### src/alu_pkg.sv
// Integer ALU shared definitions
// Operand width, opcode set and control FSM states used across the
// execution unit and its datapath blocks

package alu_pkg;

    // Operand and result width
    localparam int XLEN = 32;

    // Shift amount width, log2 of XLEN
    localparam int SHAMT_W = $clog2(XLEN);

    // Opcodes accepted on the start strobe
    typedef enum logic [3:0] {
        OP_ADD  = 4'd0,
        OP_SUB  = 4'd1,
        OP_SLT  = 4'd2,
        OP_SLTU = 4'd3,
        OP_AND  = 4'd4,
        OP_OR   = 4'd5,
        OP_XOR  = 4'd6,
        OP_SLL  = 4'd7,
        OP_SRL  = 4'd8,
        OP_SRA  = 4'd9,
        OP_MUL  = 4'd10
    } alu_op_e;

    // Control FSM states
    typedef enum logic [1:0] {
        ST_IDLE = 2'd0,
        // Waiting on the iterative multiplier
        ST_MUL  = 2'd1,
        // Result register holds a fresh value
        ST_DONE = 2'd2
    } ctrl_state_e;

endpackage

### src/addsub_unit.sv
// Add, subtract and set-less-than unit
// One shared prefix adder; subtract and compares run as a + ~b + 1

`timescale 1ns/1ps

module addsub_unit (
    input  alu_pkg::alu_op_e        op,
    input  logic [alu_pkg::XLEN-1:0] a,
    input  logic [alu_pkg::XLEN-1:0] b,
    output logic [alu_pkg::XLEN-1:0] add_result
);
    import alu_pkg::*;

    logic            do_sub;
    logic [XLEN-1:0] b_in;
    logic [XLEN-1:0] sum;
    logic            cout;
    logic            lt_signed;
    logic            lt_unsigned;

    // Everything but ADD needs the difference
    assign do_sub = (op != OP_ADD);
    assign b_in   = do_sub ? ~b : b;

    ks_adder #(
        .N      (XLEN),
        .BYPASS (1'b0)
    ) adder0 (
        .dataa (a),
        .datab (b_in),
        .cin   (do_sub),
        .sum   (sum),
        .cout  (cout)
    );

    // No borrow out means a >= b
    assign lt_unsigned = ~cout;

    // Differing signs decide directly, else the difference sign does
    assign lt_signed = (a[XLEN-1] != b[XLEN-1]) ? a[XLEN-1] : sum[XLEN-1];

    always_comb begin
        case (op)
            OP_ADD, OP_SUB: add_result = sum;
            OP_SLT:         add_result = XLEN'(lt_signed);
            OP_SLTU:        add_result = XLEN'(lt_unsigned);
            // Not ours
            default:        add_result = '0;
        endcase
    end

endmodule

### src/alu_ctrl.sv
// ALU control FSM
// Accepts start strobes, launches the multiplier, steers the unit
// results into the result register and drives done and busy

`timescale 1ns/1ps

module alu_ctrl (
    input  logic                     clk,
    input  logic                     rst,
    input  logic                     start,
    input  alu_pkg::alu_op_e         op,
    input  logic [alu_pkg::XLEN-1:0] add_result,
    input  logic [alu_pkg::XLEN-1:0] sl_result,
    input  logic                     mul_done,
    input  logic [alu_pkg::XLEN-1:0] mul_result,
    output logic                     mul_start,
    output logic [alu_pkg::XLEN-1:0] result,
    output logic                     done,
    output logic                     busy
);
    import alu_pkg::*;

    ctrl_state_e     state;
    ctrl_state_e     state_next;
    logic            accept;
    logic            is_mul;
    logic [XLEN-1:0] op_result;

    // Starts dropped only while the multiplier runs
    assign accept = start && (state != ST_MUL);
    assign is_mul = (op == OP_MUL);

    // Multiplier latches operands on this same edge
    assign mul_start = accept && is_mul;

    assign busy = (state == ST_MUL);
    assign done = (state == ST_DONE);

    // Opcode class picks the unit
    always_comb begin
        case (op)
            OP_ADD, OP_SUB, OP_SLT, OP_SLTU: op_result = add_result;
            default:                         op_result = sl_result;
        endcase
    end

    always_comb begin
        state_next = state;
        case (state)
            ST_IDLE, ST_DONE: begin
                // A start in the done cycle chains straight on
                if (!accept) begin
                    state_next = ST_IDLE;
                end else if (is_mul) begin
                    state_next = ST_MUL;
                end else begin
                    state_next = ST_DONE;
                end
            end
            ST_MUL: begin
                if (mul_done) begin
                    state_next = ST_DONE;
                end
            end
            default: state_next = ST_IDLE;
        endcase
    end

    always_ff @(posedge clk) begin
        if (rst) begin
            state  <= ST_IDLE;
            result <= '0;
        end else begin
            state <= state_next;
            // Single-cycle ops land at the accepting edge
            if (accept && !is_mul) begin
                result <= op_result;
            end else if ((state == ST_MUL) && mul_done) begin
                result <= mul_result;
            end
        end
    end

endmodule

### src/int_alu_top.sv
// Integer execution unit top level
// Control FSM plus add/sub, shift/logic and multiply datapaths
// Start strobe in, registered result with a one-cycle done pulse out

`timescale 1ns/1ps

module int_alu_top (
    input  logic                     clk,
    input  logic                     rst,
    input  logic                     start,
    input  alu_pkg::alu_op_e         op,
    input  logic [alu_pkg::XLEN-1:0] a,
    input  logic [alu_pkg::XLEN-1:0] b,
    output logic [alu_pkg::XLEN-1:0] result,
    output logic                     done,
    output logic                     busy
);
    import alu_pkg::*;

    logic [XLEN-1:0] add_result;
    logic [XLEN-1:0] sl_result;
    logic [XLEN-1:0] mul_result;
    logic            mul_start;
    logic            mul_done;

    // Sequencing and result register
    alu_ctrl ctrl0 (
        .clk        (clk),
        .rst        (rst),
        .start      (start),
        .op         (op),
        .add_result (add_result),
        .sl_result  (sl_result),
        .mul_done   (mul_done),
        .mul_result (mul_result),
        .mul_start  (mul_start),
        .result     (result),
        .done       (done),
        .busy       (busy)
    );

    // Add, sub and compares
    addsub_unit addsub0 (
        .op         (op),
        .a          (a),
        .b          (b),
        .add_result (add_result)
    );

    // Shifts and bitwise ops
    shift_logic_unit sl0 (
        .op        (op),
        .a         (a),
        .b         (b),
        .sl_result (sl_result)
    );

    // Multi-cycle multiply, operands held internally
    mul_unit mul0 (
        .clk        (clk),
        .rst        (rst),
        .mul_start  (mul_start),
        .a          (a),
        .b          (b),
        .mul_done   (mul_done),
        .mul_result (mul_result)
    );

endmodule

### src/ks_adder.sv
// Kogge-Stone parallel-prefix adder
// Generate/propagate pairs merged over log2(N) levels, carry in folded
// at the end; BYPASS swaps in a plain behavioral add

`timescale 1ns/1ps

module ks_adder #(
    parameter int N      = 32,
    parameter bit BYPASS = 1'b0
) (
    input  logic [N-1:0] dataa,
    input  logic [N-1:0] datab,
    input  logic         cin,
    output logic [N-1:0] sum,
    output logic         cout
);

    if (BYPASS) begin : g_bypass

        // Let synthesis pick the adder
        assign {cout, sum} = {1'b0, dataa} + {1'b0, datab} + (N+1)'(cin);

    end else begin : g_prefix

        localparam int LEVELS = $clog2(N);

        // Group generate and propagate, one row per level
        logic [N-1:0] gen [LEVELS+1];
        logic [N-1:0] prop [LEVELS+1];

        always_comb begin
            // Bit-level terms
            gen[0]  = dataa & datab;
            prop[0] = dataa ^ datab;
            for (int k = 1; k <= LEVELS; k++) begin
                for (int i = 0; i < N; i++) begin
                    // Span doubles every level
                    if (i >= (1 << (k - 1))) begin
                        gen[k][i]  = gen[k-1][i] |
                                     (prop[k-1][i] & gen[k-1][i - (1 << (k - 1))]);
                        prop[k][i] = prop[k-1][i] & prop[k-1][i - (1 << (k - 1))];
                    end else begin
                        gen[k][i]  = gen[k-1][i];
                        prop[k][i] = prop[k-1][i];
                    end
                end
            end
        end

        // Bit 0 sees only the carry in
        assign sum[0] = prop[0][0] ^ cin;

        for (genvar i = 1; i < N; i++) begin : g_sum
            // Carry into bit i from the prefix over bits i-1..0
            assign sum[i] = prop[0][i] ^ (gen[LEVELS][i-1] | (prop[LEVELS][i-1] & cin));
        end

        assign cout = gen[LEVELS][N-1] | (prop[LEVELS][N-1] & cin);

    end

endmodule

### src/mul_unit.sv
// Iterative shift-add multiplier
// One multiplier bit per cycle, XLEN cycles, low half of the product only
// Partial products accumulate through a Kogge-Stone adder

`timescale 1ns/1ps

module mul_unit (
    input  logic                     clk,
    input  logic                     rst,
    input  logic                     mul_start,
    input  logic [alu_pkg::XLEN-1:0] a,
    input  logic [alu_pkg::XLEN-1:0] b,
    output logic                     mul_done,
    output logic [alu_pkg::XLEN-1:0] mul_result
);
    import alu_pkg::*;

    logic               running;
    logic [SHAMT_W-1:0] iter_cnt;
    logic [XLEN-1:0]    mcand;
    logic [XLEN-1:0]    mplier;
    logic [XLEN-1:0]    acc;
    logic [XLEN-1:0]    addend;
    logic [XLEN-1:0]    acc_next;

    // Skip the partial product when the multiplier bit is clear
    assign addend = mplier[0] ? mcand : '0;

    // Carry out dropped, only the low half is kept
    ks_adder #(
        .N      (XLEN),
        .BYPASS (1'b0)
    ) adder0 (
        .dataa (acc),
        .datab (addend),
        .cin   (1'b0),
        .sum   (acc_next),
        .cout  ()
    );

    // Control
    always_ff @(posedge clk) begin
        if (rst) begin
            running  <= 1'b0;
            iter_cnt <= '0;
            mul_done <= 1'b0;
        end else begin
            mul_done <= 1'b0;
            if (mul_start) begin
                running  <= 1'b1;
                iter_cnt <= '0;
            end else if (running) begin
                iter_cnt <= iter_cnt + 1'b1;
                // Last iteration, acc final after this edge
                if (iter_cnt == SHAMT_W'(XLEN - 1)) begin
                    running  <= 1'b0;
                    mul_done <= 1'b1;
                end
            end
        end
    end

    // Operand and accumulator registers
    always_ff @(posedge clk) begin
        if (mul_start) begin
            mcand  <= a;
            mplier <= b;
            acc    <= '0;
        end else if (running) begin
            acc    <= acc_next;
            mcand  <= mcand << 1;
            mplier <= mplier >> 1;
        end
    end

    assign mul_result = acc;

endmodule

### src/shift_logic_unit.sv
// Barrel shifter and bitwise logic unit
// Shift amount taken from the low bits of b, upper bits ignored

`timescale 1ns/1ps

module shift_logic_unit (
    input  alu_pkg::alu_op_e        op,
    input  logic [alu_pkg::XLEN-1:0] a,
    input  logic [alu_pkg::XLEN-1:0] b,
    output logic [alu_pkg::XLEN-1:0] sl_result
);
    import alu_pkg::*;

    logic [SHAMT_W-1:0] shamt;
    logic [XLEN-1:0]    sll_val;
    logic [XLEN-1:0]    srl_val;
    logic [XLEN-1:0]    sra_val;

    // Only the low bits count, like RISC-V shifts
    assign shamt = b[SHAMT_W-1:0];

    assign sll_val = a << shamt;
    assign srl_val = a >> shamt;

    // Sign fill from the top bit of a
    assign sra_val = $unsigned($signed(a) >>> shamt);

    always_comb begin
        case (op)
            OP_AND: sl_result = a & b;
            OP_OR:  sl_result = a | b;
            OP_XOR: sl_result = a ^ b;
            OP_SLL: sl_result = sll_val;
            OP_SRL: sl_result = srl_val;
            OP_SRA: sl_result = sra_val;
            // Adder ops and MUL handled elsewhere
            default: sl_result = '0;
        endcase
    end

endmodule
### config.mk
export PLATFORM = sky130hd
export DESIGN_NAME = int_alu_top
export DESIGN_NICKNAME = d
export VERILOG_FILES = /design/src/alu_pkg.sv /design/src/addsub_unit.sv /design/src/alu_ctrl.sv /design/src/int_alu_top.sv /design/src/ks_adder.sv /design/src/mul_unit.sv /design/src/shift_logic_unit.sv
export SDC_FILE = /design/constraint.sdc
export NUM_CORES = 1
export LEC_CHECK = 0
export BUFFER_PORTS_ARGS = -buffer_cell sky130_fd_sc_hd__buf_2
export CORE_ASPECT_RATIO = 0.9
export CORE_MARGIN = 3
export CORE_UTILIZATION = 25
export CTS_CLUSTER_SIZE = 14
export DETAILED_ROUTE_END_ITERATION = 16
export SLEW_MARGIN = 20
export SYNTH_ARGS = -nofsm -noshare
export SYNTH_HDL_FRONTEND = slang
export SYNTH_SLANG_ARGS = --single-unit
export TNS_END_PERCENT = 10
### constraint.sdc
create_clock -name clk -period 10.55 [get_ports clk]
set_input_delay 0.5275 -clock clk [delete_from_list [all_inputs] [get_ports clk]]
set_output_delay 0.5275 -clock clk [all_outputs]
set_load 0.05 [all_outputs]
### Word level (Yosys, flattened, before mapping)

Index checks and enable logic that the tools add are counted.

| word-level totals | value |
|---|---|
| register bits | 137 |

| operators by class | value |
|---|---|
| add/sub/neg operators | 1 |
| equal/unequal tests | 16 |
| shifts and indexed selects | 3 |
| muxes and demuxes | 20 |
| bitwise gates (word level) | 866 |
| reductions and logical operators | 15 |

Operators by type and width:

| cell | number |
|---|---|
| $and A1 B1 Y1 | 508 |
| $mux W32 | 9 |
| $or A1 B1 Y1 | 285 |
| $pmux W32 S6 | 1 |
| $pmux W32 S3 | 1 |
| $xor A32 B32 Y32 | 3 |
| $and A32 B32 Y32 | 2 |
| $xor A1 B1 Y1 | 63 |
| $not A32 Y32 | 1 |
| $or A32 B32 Y32 | 1 |
| $shl A32 B5 Y32 | 1 |
| $shr A32 B5 Y32 | 1 |
| $sshr A32 B5 Y32 | 1 |
| $and A31 B31 Y31 | 1 |
| $eq A4 B3 Y1 const B | 4 |
| $eq A4 B4 Y1 const B | 3 |
| $eq A4 B2 Y1 const B | 2 |
| $mux W2 | 3 |
| $reduce_or A2 Y1 | 3 |
| $add A5 B1 Y5 const B | 1 |
| $eq A5 B5 Y1 const B | 1 |
| $mux W1 | 5 |
| $eq A4 B1 Y1 const B | 1 |
| $logic_and A1 B1 Y1 | 4 |
| other kinds (13) | 16 |

### Depth between registers and ports, before layout

| logic depth | value |
|---|---|
| depth after elaboration | 18 |
| gate-level depth with buffers | 16 |
| gate-level depth less buffers | 13 |

### By module

A second synthesis with hierarchy kept.

| second synthesis, totals | value |
|---|---|
| cells, all modules | 1837 |
| area total of the unflattened synthesis | 16776.1 µm² |

By module, submodules not included:

| module | instances | cells each | area an instance (µm²) |
|---|---|---|---|
| shift_logic_unit | 1 | 735 | 5876.9 |
| mul_unit | 1 | 306 | 4553.1 |
| ks_adder | 2 | 222 | 1707.9 |
| alu_ctrl | 1 | 273 | 2339.7 |
| addsub_unit | 1 | 79 | 590.6 |

### Worst setup path before layout

No wires, ideal clock.

| timing path | value |
|---|---|
| path kind | input-to-reg |
| from | input port b[1] (netlist bit) |
| to | register ctrl0.result[14] (netlist bit) |
| data arrival time | 3956 ps |
| setup slack | 6480 ps |
| stages on the path | 15 |
| buffers on the path | 4 |
| cells stage by stage | clkbuf_1 -> clkbuf_1 -> clkbuf_1 -> clkbuf_1 -> xnor2_1 -> ha_1 -> a21oi_1 -> o221ai_1 -> o211a_1 -> o21bai_1 -> a21boi_0 -> o22ai_1 -> xnor2_1 -> nand2_1 -> a2111oi_0 |

| on the way | value |
|---|---|
| longest elaborated chain between the ends | 14 |
| elaborated cells between the ends (all ways) | 23 |
| classes of those cells | 3 x shift; 5 x mux; 15 x bitwise |

Ends and longest elaborated chain:

| item | RTL line | text |
|---|---|---|
| from (decl) | int_alu_top.sv:13 | `input logic [alu_pkg::XLEN-1:0] b,` |
| $not A32 Y32 | addsub_unit.sv:23 | `assign b_in = do_sub ? ~b : b;` |
| $mux W32 | addsub_unit.sv:23 |  |
| $xor A32 B32 Y32 | ks_adder.sv:34 | `prop[0] = dataa ^ datab;` |
| $and A1 B1 Y1 | ks_adder.sv:40 | `(prop[k-1][i] & gen[k-1][i - (1 << (k - 1))]);` |
| $or A1 B1 Y1 | ks_adder.sv:39 | `gen[k][i] = gen[k-1][i] \|` |
| $and A1 B1 Y1 | ks_adder.sv:40 |  |
| $or A1 B1 Y1 | ks_adder.sv:39 |  |
| $and A1 B1 Y1 | ks_adder.sv:40 |  |
| $or A1 B1 Y1 | ks_adder.sv:39 |  |
| $or A1 B1 Y1 | ks_adder.sv:55 | `assign sum[i] = prop[0][i] ^ (gen[LEVELS][i-1] \| (prop[LEVELS][i-1] & cin));` |
| $xor A1 B1 Y1 | ks_adder.sv:55 |  |
| $pmux W32 S3 | addsub_unit.sv:43 | `case (op)` |
| $mux W32 * | alu_ctrl.sv:41 | `case (op)` |
| $mux W32 * | alu_ctrl.sv:76 | `if (accept && !is_mul) begin` |
| to (signal assigned) | alu_ctrl.sv:77 | `result <= op_result;` |
| to (signal assigned) | alu_ctrl.sv:79 | `result <= mul_result;` |
| to (decl) | alu_ctrl.sv:17 | `output logic [alu_pkg::XLEN-1:0] result,` |

Every way passes the cells marked *; elsewhere a longest branch is shown, timed or not.
A chain may end at the register's enable or synchronous reset.

### Worst setup path in the final report

| timing path | value |
|---|---|
| from | register mul0.mplier[0] |
| to | register mul0.acc[31], in the netlist mul0.mul_result[31] |

| on the way | value |
|---|---|
| longest elaborated chain between the ends | 12 |
| elaborated cells between the ends (all ways) | 90 |
| classes of those cells | 1 x mux; 89 x bitwise |

Ends and longest elaborated chain:

| item | RTL line | text |
|---|---|---|
| from (decl) | mul_unit.sv:21 | `logic [XLEN-1:0] mplier;` |
| from (signal assigned) | mul_unit.sv:72 | `mplier <= mplier >> 1;` |
| $mux W32 * | mul_unit.sv:27 | `assign addend = mplier[0] ? mcand : '0;` |
| $xor A32 B32 Y32 or $and A31 B31 Y31 (tied branches) | ks_adder.sv:34, ks_adder.sv:33 |  |
| $and A1 B1 Y1 (on tied branches) | ks_adder.sv:40, ks_adder.sv:41 |  |
| $or A1 B1 Y1 or $and A1 B1 Y1 (tied branches) | ks_adder.sv:39, ks_adder.sv:40 |  |
| $and A1 B1 Y1 or $or A1 B1 Y1 (tied branches) | ks_adder.sv:40, ks_adder.sv:39 |  |
| $or A1 B1 Y1 or $and A1 B1 Y1 (tied branches) | ks_adder.sv:39, ks_adder.sv:40 |  |
| $and A1 B1 Y1 or $or A1 B1 Y1 (tied branches) | ks_adder.sv:40, ks_adder.sv:39 |  |
| $or A1 B1 Y1 or $and A1 B1 Y1 (tied branches) | ks_adder.sv:39, ks_adder.sv:40 |  |
| $and A1 B1 Y1 or $or A1 B1 Y1 (tied branches) | ks_adder.sv:40, ks_adder.sv:39 |  |
| $or A1 B1 Y1 or $and A1 B1 Y1 (tied branches) | ks_adder.sv:39, ks_adder.sv:40 |  |
| $or A1 B1 Y1 | ks_adder.sv:39 |  |
| $xor A1 B1 Y1 * | ks_adder.sv:55 |  |
| to (signal assigned) | mul_unit.sv:70 | `acc <= acc_next;` |
| to (decl) | mul_unit.sv:22 | `logic [XLEN-1:0] acc;` |

Marks and branches as above.

==> results.sh <==
export IMPL_status="finished, final reports clean"
export IMPL_synth_simple_area_share_pct=19.0
export IMPL_synth_nets=1955
export IMPL_muxShareOfSynthArea_pct=13.3
export IMPL_grt_setup_unrepaired="false"
export IMPL_synth_xor_area_share_pct=4.82
export IMPL_synthAdderAreaFrac_pct=11.6
export IMPL_avgSynthCellArea_um2=8.09
export IMPL_diodes=0
export IMPL_synth_compound_area_share_pct=22.1
export IMPL_grt_max_degree=100
export IMPL_peakVddDrop_mv=0.0829
export IMPL_cts_tree="yes"
export IMPL_syn_area_um2=14200
export IMPL_ioPinCount=105
export IMPL_wl_per_cell_um=22.9
export IMPL_grt_pass1_wl_um=86600
export IMPL_vias=14100
export IMPL_worstSkewPairLatency_ps=450
export IMPL_ant_nets=0
export IMPL_critPathLaunch="mul0.mplier[0]"
export IMPL_clockBufferDepth=2
export IMPL_reg2reg_depth=13
export IMPL_cp_depth=13
export IMPL_rrSetupSlack_ps=6360
export IMPL_cp_max_fo=33
export IMPL_cpPeakStageDelay_ps=960
export IMPL_post_cts_buffers=0
export IMPL_cp_start_kind="flip-flop"
export IMPL_drc=0
export IMPL_worstPathArrival_ps=4560
export IMPL_worst_slew_pin_slew_ps=1060
export IMPL_fin_crit_sh_pct=39.7
export IMPL_nNetsFinal=1989
export IMPL_critPathRequiredTime_ps=10920
export IMPL_setup_viol_count_final=0
export IMPL_fp_coreArea_um2=55900
export IMPL_finalWirelength_um=58500
export IMPL_cp_num_buf_inv=2
export IMPL_grt_pass1_vias=13100
export IMPL_critPathTopFamily="compound AO/OA/AOI/OAI gates"
export IMPL_path_class="reg -> reg"
export IMPL_p_per_area_nw_per_um2=134
export IMPL_critPathCaptureType="flip-flop"
export IMPL_viasPerCell=5.50
export IMPL_r2r_end="mul0.mul_result[31]"
export IMPL_die_height_um=232
export IMPL_htreeDepth=4
export IMPL_ys_seq_area_share_pct=23.9
export IMPL_syn_inst=1753
export IMPL_min_period_ps=4190
export IMPL_worstHoldPathType="in -> reg"
export IMPL_postCtsHoldBufs=0
export IMPL_synthTopCellsByArea="edfxtp_1 (14%), ha_1 (11%), dfxtp_1 (10%)"
export IMPL_slew_viol_final=0
export IMPL_final_area_um2=16000
export IMPL_start_util_pct=25.4
export IMPL_async_flop_share_pct=0
export IMPL_relSlewSlack_pct=29.0
export IMPL_synth_top_family_by_area="compound AO/OA/AOI/OAI gates"
export IMPL_drt_iter0_markers=1350
export IMPL_synth_warnings=0
export IMPL_rows=82
export IMPL_root_buffer="clkbuf_16"
export IMPL_worst_clock_skew_ps=17.9
export IMPL_tns_ps=0
export IMPL_antenna_found_initial=2
export IMPL_die_x_um=257
export IMPL_clk_pin_slew_ps=80
export IMPL_yosysTopAreaCellShare_pct=13.6
export IMPL_max_freq_mhz=239
export IMPL_grt_overflow=0
export IMPL_port_buffers=104
export IMPL_dieArea_um2=59600
export IMPL_cp_endpoint="mul0.mul_result[31]"
export IMPL_synth_edf_count=64
export IMPL_cts_made_buffers=17
export IMPL_synth_seq_cells=137
export IMPL_cts_sinks=137
export IMPL_worstPathCellList="nand2_1 -> inv_1 -> ha_1 -> a21oi_1 -> nand4b_1 -> a2111oi_0 -> buf_4 -> o211ai_1 -> a21boi_0 -> a31oi_1 -> mux2_2 -> o21ai_0 -> nor3b_1"
export IMPL_reg2reg_from="mul0.mplier[0]"
export IMPL_syn_to_final_growth_pct=12.9
export IMPL_placed_area_um2=15400
export IMPL_cap_violations=0
export IMPL_synth_cell_types=68
export IMPL_hold_viol=0
export IMPL_routabilityCongestion=0.965
export IMPL_grt_usage_pct=19.2
export IMPL_hpwlAfterDp_um=43900
export IMPL_yosysTopAreaCell="edfxtp_1"
export IMPL_slowest_stage="edfxtp_1"
export IMPL_dr_pass1_iters=6
export IMPL_post_route_cells_drive_above_1_share_pct=13.4
export IMPL_synthFlopType="dfxtp_1"
export IMPL_ctsResizeCount=0
export IMPL_leakagePower_nw=6.60
==> synthesized netlist by cell type (11+ instances only) <==
master / n
nor4_1: 18
nand2b_1: 22
and2_1: 35
a21oi_1: 136
mux2i_1: 63
clkbuf_1: 95
xnor2_1: 57
buf_1: 11
a22oi_1: 13
nor2_1: 188
a221oi_1: 18
inv_1: 78
xor2_1: 21
edfxtp_1: 64
a31oi_1: 13
o21ai_0: 157
nor2b_1: 12
a21o_1: 28
o22ai_1: 13
mux4_2: 53
dfxtp_1: 73
ha_1: 130
a211oi_1: 23
and3_1: 13
or3_1: 15
nand2_1: 179
nor3_1: 48
nand3_1: 26
o211ai_1: 14
==> area by class of cell <==
type	instances	area (um^2)
clock inverter	15	145
fill	6022	39900
clock buffer	17	425
tap	756	946
inverter	82	308
multi-input combinational	1419	10100
timing repair buffer	130	718
sequential	137	3380
==> worst min-delay path by stage <==
stage / startpoint / end / slack [ps] / cells past startpoint
floorplan: mul0.mul_result[30] / mul0.mul_result[30] / 450 / 2
global placement: ctrl0.result[2] / ctrl0.result[2] / 480 / 2
detailed placement: mul0.mul_result[26] / mul0.mul_result[26] / 480 / 2
CTS: rst / ctrl0.state[1] / 440 / 2
global route: rst / ctrl0.result[1] / 460 / 2
finish: rst / ctrl0.state[1] / 450 / 2
==> sequential cells by signal, indices dropped and copies added (netlist names) <==
signal           flops
mul0.mul_done        1
ctrl0.state          2
mul0.mul_result     32
mul0.mplier         32
mul0.iter_cnt        5
mul0.mcand          32
mul0.running         1
ctrl0.result        32
==> where the power goes <==
part | internal, mW | switching, mW
sequential | 0.627 | 0.0628
clock | 0.316 | 0.291
combinational | 0.322 | 0.524
==> kinds of logic after synthesis <==
logic type	after synthesis
simple gates	586
compound gates	502
buf+inv	197
flops	137
fa+ha+maj	131
mux	122
xor+xnor	78
==> cells in the final DEF (no fill, tap or decap), types with 15 or more instances in the layout <==
master and count:
a211oi_1 23, a21o_1 28, a21oi_1 135, a221oi_1 18, and2_1 35, buf_2 103
buf_4 27, clkbuf_16 17, dfxtp_1 72, edfxtp_1 64, ha_1 130, inv_1 77
mux2i_1 63, mux4_2 53, nand2_1 179, nand2b_1 22, nand3_1 26, nor2_1 186
nor3_1 45, nor4_1 18, o21ai_0 157, or3_1 15, xnor2_1 57, xor2_1 21
==> metrics by stage <==
step                std cells  hold WS [ps]  worst slack (ps)  util [%]  power, mW
CTS                      2556           439              6310      28.6       2.14
floorplan                1753           451              6480         -       1.28
detailed placement       2524           483              6110      27.6       1.53
global route             2556           463              5910      28.6       2.26
finish                   2556           451              6360      28.6       2.14
global placement         2524           478              6130      27.6       1.51
==> worst register-to-register path, cell delays in order, from the launching register on <==
cell and delay [ps]:
edfxtp_1 960, nand2_1 220, inv_1 100, ha_1 120
a21oi_1 80, nand4b_1 250, a2111oi_0 460, buf_4 210
o211ai_1 100, a21boi_0 700, a31oi_1 240, mux2_2 330
o21ai_0 140, nor3b_1 200
==> routing by layer <==
metal	vias to the layer above	GRT usage, %	part of all wire [%]
met4	4	4.69	2.2
met3	57	4.18	8.5
met5	-	0	0.036
met2	594	27.8	42
met1	6897	28.5	47
li1	6499	-	-
No activity file was read; power rests on OpenSTA's default activity.
